===== config.mk =====
export PLATFORM = sky130hd
export DESIGN_NAME = uart_echo_top
export DESIGN_NICKNAME = d
export VERILOG_FILES = /design/src/logic/uart_pkg.sv /design/src/logic/uart_buf_pkg.sv /design/src/logic/uart_echo_top.sv /design/src/logic/uart_ring_buf.sv /design/src/logic/uart_rx.sv /design/src/logic/uart_tx.sv
export SDC_FILE = /design/constraint.sdc
export NUM_CORES = 1
export LEC_CHECK = 0
export BUFFER_PORTS_ARGS = -buffer_cell sky130_fd_sc_hd__buf_2
export CAP_MARGIN = 10
export CORE_UTILIZATION = 65
export CTS_BUF_LIST = sky130_fd_sc_hd__clkbuf_4
export DETAILED_ROUTE_END_ITERATION = 8
export PLACE_DENSITY = 0.82
export SLEW_MARGIN = 20
export SYNTH_ARGS = -nofsm -noshare
export SYNTH_HDL_FRONTEND = slang
export SYNTH_SLANG_ARGS = --single-unit

===== constraint.sdc =====
create_clock -name clk_i -period 3 [get_ports clk_i]
set_input_delay 0.6 -clock clk_i [delete_from_list [all_inputs] [get_ports clk_i]]
set_output_delay 0.6 -clock clk_i [all_outputs]
set_load 0.02 [all_outputs]

===== src/logic/uart_pkg.sv =====
// Serial line timing for the echo peripheral
// Symbol period, mid-bit offset, frame layout and the data byte type
package uart_pkg;

  localparam int unsigned CYCLES_PER_SYMBOL = 16;                    // Clocks per serial bit
  localparam int unsigned HALF_SYMBOL       = CYCLES_PER_SYMBOL / 2; // Mid-bit sample point
  localparam int unsigned FRAME_BITS        = 10;                    // Start, data, stop
  localparam int unsigned DATA_BITS         = 8;

  // Counter widths
  localparam int unsigned SYM_CNT_W = $clog2(CYCLES_PER_SYMBOL);
  localparam int unsigned BIT_CNT_W = $clog2(FRAME_BITS);

  // Frame bit positions, data sits between them LSB first
  localparam int unsigned START_POS = 0;
  localparam int unsigned STOP_POS  = FRAME_BITS - 1;

  typedef logic [DATA_BITS-1:0] uart_byte_t;

endpackage


===== src/logic/uart_buf_pkg.sv =====
// Ring buffer geometry and the transfer structs on both sides of it
// Write from the receiver, read handed to the transmitter
package uart_buf_pkg;

  localparam int unsigned BUF_DEPTH = 8;
  localparam int unsigned BUF_PTR_W = 3;  // Pointers wrap at BUF_DEPTH

  // Receiver write, valid is a one-cycle strobe
  typedef struct packed {
    logic                 valid;
    uart_pkg::uart_byte_t data;
  } buf_wr_t;

  // Oldest byte handed to the transmitter
  typedef struct packed {
    logic                 valid;
    uart_pkg::uart_byte_t data;
  } buf_rd_t;

endpackage


===== src/logic/uart_echo_top.sv =====
// UART echo peripheral
// Receiver feeds the ring buffer, transmitter drains it
module uart_echo_top (
  input  logic clk_i,
  input  logic rst_ni,
  input  logic rx_i,
  input  logic tx_hold_i,
  output logic tx_o,
  output logic overflow_o
);

  import uart_buf_pkg::*;

  buf_wr_t rx_wr;
  buf_rd_t tx_rd;
  logic    tx_idle;

  uart_rx u_rx (
    .clk_i   (clk_i),
    .rst_ni  (rst_ni),
    .rx_i    (rx_i),
    .rx_wr_o (rx_wr)
  );

  uart_ring_buf u_buf (
    .clk_i      (clk_i),
    .rst_ni     (rst_ni),
    .wr_i       (rx_wr),
    .tx_idle_i  (tx_idle),
    .rd_o       (tx_rd),
    .overflow_o (overflow_o)
  );

  uart_tx u_tx (
    .clk_i     (clk_i),
    .rst_ni    (rst_ni),
    .tx_hold_i (tx_hold_i),
    .tx_rd_i   (tx_rd),
    .tx_idle_o (tx_idle),
    .tx_o      (tx_o)
  );

endmodule


===== src/logic/uart_ring_buf.sv =====
// Eight-entry ring buffer on single-port storage
// Write/read arbitration and the sticky overflow flag
module uart_ring_buf (
  input  logic                  clk_i,
  input  logic                  rst_ni,
  input  uart_buf_pkg::buf_wr_t wr_i,
  input  logic                  tx_idle_i,
  output uart_buf_pkg::buf_rd_t rd_o,
  output logic                  overflow_o
);

  import uart_pkg::*;
  import uart_buf_pkg::*;

  uart_byte_t           mem_q [BUF_DEPTH];
  logic [BUF_PTR_W-1:0] wr_ptr_q;
  logic [BUF_PTR_W-1:0] rd_ptr_q;
  logic [BUF_PTR_W:0]   count_q;
  logic                 overflow_q;

  logic                 full;
  logic                 empty;
  logic                 rd_req;
  logic                 wr_grant;
  logic                 rd_grant;
  logic [BUF_PTR_W-1:0] port_addr;

  assign full  = (count_q == (BUF_PTR_W + 1)'(BUF_DEPTH));
  assign empty = (count_q == '0);

  // Fixed priority, a write strobe owns the port and a pending read waits a cycle
  assign rd_req    = tx_idle_i && !empty;
  assign wr_grant  = wr_i.valid && !full;
  assign rd_grant  = rd_req && !wr_i.valid;
  assign port_addr = wr_i.valid ? wr_ptr_q : rd_ptr_q;

  always_ff @(posedge clk_i) begin
    if (wr_grant) begin
      mem_q[port_addr] <= wr_i.data;
    end
  end

  assign rd_o = '{valid: rd_grant, data: mem_q[port_addr]};

  always_ff @(posedge clk_i) begin
    if (!rst_ni) begin
      wr_ptr_q   <= '0;
      rd_ptr_q   <= '0;
      count_q    <= '0;
      overflow_q <= 1'b0;
    end else begin
      if (wr_grant) begin
        wr_ptr_q <= wr_ptr_q + 1'b1;
      end
      if (rd_grant) begin
        rd_ptr_q <= rd_ptr_q + 1'b1;
      end
      if (wr_grant) begin
        count_q <= count_q + 1'b1;
      end else if (rd_grant) begin
        count_q <= count_q - 1'b1;
      end
      if (wr_i.valid && full) begin
        overflow_q <= 1'b1;  // Byte lost, held until reset
      end
    end
  end

  assign overflow_o = overflow_q;

endmodule


===== src/logic/uart_rx.sv =====
// Serial receiver with start-bit glitch rejection and stop-bit check
// Emits a one-cycle write strobe for each correctly framed byte
module uart_rx (
  input  logic                  clk_i,
  input  logic                  rst_ni,
  input  logic                  rx_i,
  output uart_buf_pkg::buf_wr_t rx_wr_o
);

  import uart_pkg::*;

  typedef enum logic [1:0] {
    RX_IDLE,
    RX_START,
    RX_DATA,
    RX_STOP
  } rx_state_e;

  rx_state_e            state_q;
  logic [SYM_CNT_W-1:0] cyc_q;
  logic [BIT_CNT_W-1:0] bit_q;
  uart_byte_t           shift_q;
  logic                 wr_valid_q;
  logic                 sym_end;

  assign sym_end = (cyc_q == SYM_CNT_W'(CYCLES_PER_SYMBOL - 1));

  always_ff @(posedge clk_i) begin
    if (!rst_ni) begin
      state_q    <= RX_IDLE;
      cyc_q      <= '0;
      bit_q      <= '0;
      wr_valid_q <= 1'b0;
    end else begin
      wr_valid_q <= 1'b0;
      cyc_q      <= sym_end ? '0 : cyc_q + 1'b1;
      unique case (state_q)
        RX_IDLE: begin
          cyc_q <= '0;
          if (!rx_i) begin
            state_q <= RX_START;
          end
        end
        RX_START: begin
          if (cyc_q == SYM_CNT_W'(HALF_SYMBOL - 1)) begin
            cyc_q   <= '0;
            bit_q   <= '0;
            state_q <= rx_i ? RX_IDLE : RX_DATA;  // High at mid-bit is a glitch
          end
        end
        RX_DATA: begin
          if (sym_end) begin
            bit_q <= bit_q + 1'b1;
            if (bit_q == BIT_CNT_W'(DATA_BITS - 1)) begin
              state_q <= RX_STOP;
            end
          end
        end
        RX_STOP: begin
          if (sym_end) begin
            wr_valid_q <= rx_i;  // Low stop bit drops the byte
            state_q    <= RX_IDLE;
          end
        end
        default: state_q <= RX_IDLE;
      endcase
    end
  end

  // Data arrives LSB first
  always_ff @(posedge clk_i) begin
    if (state_q == RX_DATA && sym_end) begin
      shift_q <= {rx_i, shift_q[DATA_BITS-1:1]};
    end
  end

  assign rx_wr_o = '{valid: wr_valid_q, data: shift_q};

endmodule


===== src/logic/uart_tx.sv =====
// Serial transmitter, one 10-bit frame per byte from the ring buffer
// Idle level is reported back so the buffer knows when to hand over a byte
module uart_tx (
  input  logic                  clk_i,
  input  logic                  rst_ni,
  input  logic                  tx_hold_i,
  input  uart_buf_pkg::buf_rd_t tx_rd_i,
  output logic                  tx_idle_o,
  output logic                  tx_o
);

  import uart_pkg::*;

  logic                  active_q;
  logic [SYM_CNT_W-1:0]  cyc_q;
  logic [BIT_CNT_W-1:0]  bit_q;
  logic [FRAME_BITS-1:0] frame_q;
  logic [FRAME_BITS-1:0] frame_load;

  always_comb begin
    frame_load                         = '1;
    frame_load[START_POS]              = 1'b0;
    frame_load[STOP_POS-1:START_POS+1] = tx_rd_i.data;
    frame_load[STOP_POS]               = 1'b1;
  end

  always_ff @(posedge clk_i) begin
    if (!rst_ni) begin
      active_q <= 1'b0;
      cyc_q    <= '0;
      bit_q    <= '0;
      frame_q  <= '1;  // Line idles high
    end else if (!active_q) begin
      if (tx_rd_i.valid) begin
        frame_q  <= frame_load;
        active_q <= 1'b1;
        cyc_q    <= '0;
        bit_q    <= '0;
      end
    end else if (cyc_q == SYM_CNT_W'(CYCLES_PER_SYMBOL - 1)) begin
      cyc_q   <= '0;
      frame_q <= {1'b1, frame_q[FRAME_BITS-1:1]};  // Refill with idle level
      if (bit_q == BIT_CNT_W'(STOP_POS)) begin
        active_q <= 1'b0;
      end else begin
        bit_q <= bit_q + 1'b1;
      end
    end else begin
      cyc_q <= cyc_q + 1'b1;
    end
  end

  assign tx_o      = frame_q[START_POS];
  assign tx_idle_o = !active_q && !tx_hold_i;  // Hold keeps the buffer from handing over

endmodule


==> flow_summary.json <==
{
  "chipWidth_um": 87.72,
  "cp-end-kind": "flip-flop",
  "p_leak_nw": 1.695,
  "synth_ff_type": "edfxtp_1",
  "antenna_found_initial": 0,
  "cp.arrival_ns": 2.74,
  "max_freq_ghz": 0.4225,
  "viasPerCell": 6.057,
  "netlist_area_um2": 4776,
  "dieArea_um2": 7694,
  "irDropWorstVdd_mv": 0.3724,
  "yosys_warnings": 0,
  "synthTopCellsByCount": "72 x edfxtp_1, 40 x dfxtp_1, 36 x nand2_1",
  "synth_area_leaders": "edfxtp_1 45%, dfxtp_1 17%, mux2i_1 5.7%",
  "setup_viol": 0,
  "rows": 30,
  "yosysMostFrequentCell": "edfxtp_1",
  "io_buffers": 5,
  "hold_buffers": 0,
  "crit_start": "u_buf.count_q[0]",
  "skew_ns": 0.02121,
  "cts_setup_buffers": 0,
  "worst_ep_required_time_ns": 3.37,
  "clkLatencyLatePin_ns": 0.46,
  "vias": 2956,
  "boundaryPins": 6,
  "place.gp.congestion": 0.8071,
  "ant_nets": 0,
  "holdWs_ns": 0.3664,
  "yosysSeqAreaShare": 0.6204,
  "synthCells": 380,
  "area_growth_pct": 4.978,
  "maxCapViolCount": 0,
  "hpwlAfterDp_mm": 5.460,
  "ys_ff_latch": 112,
  "htree_levels": 3,
  "finalCritPeriodShare": 0.7890,
  "min_from": "rx_i",
  "fin_nets": 406,
  "n_fill_cell": 482,
  "multi_input_area_um2": 1668,
  "crit_path_max_fanout": 11,
  "seqCellArea_um2": 2963,
  "ys_types": 45,
  "drt_iter0_drc": 164,
  "drt_wl_total_mm": 8.137,
  "async_reset_ff_frac": 0,
  "drt_pass1_iterations": 4,
  "cts-root-buf": "clkbuf_4",
  "grt_pass1_wl_mm": 13.22,
  "fin_setup_tns_ns": 0,
  "hold_violations": 0,
  "worst_setup_path_start_kind": "flip-flop",
  "numCtsBuffers": 9,
  "drive_gt1_frac": 0.09694,
  "cellPowerDensity_nw_per_um2": 626.3,
  "synth.top_cell.area_share": 0.4527,
  "status": "finished, final reports clean",
  "grt_overflow": 0,
  "initial_core_util": 0.6877,
  "relSlewSlack": 0.3301,
  "crit_type": "reg -> reg",
  "wl_per_cell_um": 16.67,
  "route.detailed.drc": 0,
  "synth_area_leader_cell": "edfxtp_1",
  "clockBufferDepth": 2,
  "drv_slew": 0,
  "min_path_type": "in -> reg",
  "grt_max_degree": 33,
  "fin_crit_ns": 2.367,
  "r2r-start": "u_buf.count_q[0]",
  "syn_nets": 399,
  "cts.sinks": 112,
  "coreArea_um2": 6944,
  "cts-resized-gates": 0,
  "p_total_mw": 3.140,
  "rsz0062_at_grt": "false",
  "dpl.cell_count": 472,
  "diodes": 0,
  "grt_pass1_vias": 2751,
  "fin_cells": 488,
  "die_h_um": 87.72,
  "cts.clk_slew.worst_paths_ns": 0.17,
  "syn_area_per_cell_um2": 12.57,
  "worstMarginPinSlew_ns": 1.003,
  "synth-edff-count": 72,
  "track_usage": 0.2353,
  "cts_tree": "built"
}
==> logic make-up (layout without fill, tap and decap cells) <==
kind of cell	Yosys count	in the layout	synth area share
AND/OR/NAND/NOR	124	124	0.1310
multiplexers	28	28	0.05973
flip-flops	112	112	0.6204
adder cells (fa/ha/maj)	15	15	0.04087
XOR/XNOR	11	11	0.02017
buffers and inverters	28	40	0.03039
AO/OA/AOI/OAI	62	62	0.09746
==> cell type report <==
class,count,area share
flip-flops and latches,112,0.5910
inverters,13,0.009733
clock inverters,7,0.01522
multi-input cells,240,0.3327
clock buffers,9,0.01348
repair buffers,11,0.01398
well taps,96,0.02396
==> state kept, by name (all words and copies together) (netlist names), named ones only <==
register          cells
u_buf.overflow_o      1
u_tx.frame_q          9
u_buf.rd_ptr_q        3
u_tx.cyc_q            4
u_buf.wr_ptr_q        3
u_rx.cyc_q            4
u_rx.shift_q          8
u_buf.mem_q          64
u_buf.count_q         4
u_tx.bit_q            4
u_rx.bit_q            4
u_rx.state_q          1
u_rx.wr_valid_q       1
u_tx.active_q         1
==> final timing paths <==
kind,cells after the start,slack (ns),end
worst min-delay path,1,0.37,u_rx.shift_q[7]
worst max-delay path,9,0.63,u_buf.count_q[3]
worst min register to register,1,0.46,u_rx.cyc_q[0]
worst max register to register,9,0.63,u_buf.count_q[3]
==> cell usage in the layout, fill, tap and decap left out, drive strengths merged, types with 9 or more instances in the layout <==
cell type and count:
inv 15, dfxtp 40, edfxtp 72, nand2 36, clkbuf 9, o21ai 12, ha 14, nor3 22
and2 10, nand3 21, nor2 18, mux2i 27, buf 11
==> routing by layer <==
metal / vias to the layer above / track usage / routed length (um)
li1: 1444 / - / -
met1: 1419 / 0.3177 / 3551
met2: 83 / 0.3721 / 3948
met3: 10 / 0.06786 / 558
met4: 0 / 0.07303 / 78
met5: - / 0 / 0
==> critical path: stages (launching register included) <==
cell      delay [ns]
dfxtp_1         0.49
nor3_1          0.11
a21boi_1        0.37
inv_2           0.20
ha_1            0.32
a21o_1          0.17
a21oi_1         0.17
mux2i_1         0.23
xnor2_1         0.08
and2_1          0.15
==> through the flow <==
stage	instance area [um^2]	utilization	worst slack [ns]
after floorplan	4776	-	0.8625
after global placement	4870	0.7013	0.7423
after detailed placement	4870	0.7013	0.6488
after CTS	5014	0.7220	0.6246
after global routing	5014	0.7220	0.4550
final	5014	0.7220	0.6331
==> power by group <==
part           leakage (nW)  internal [mW]  switching, mW
logic                 0.652          0.258          0.363
clock network        0.0702          0.194          0.517
registers             0.972           1.69          0.113
(Power assumes the default switching activity.)
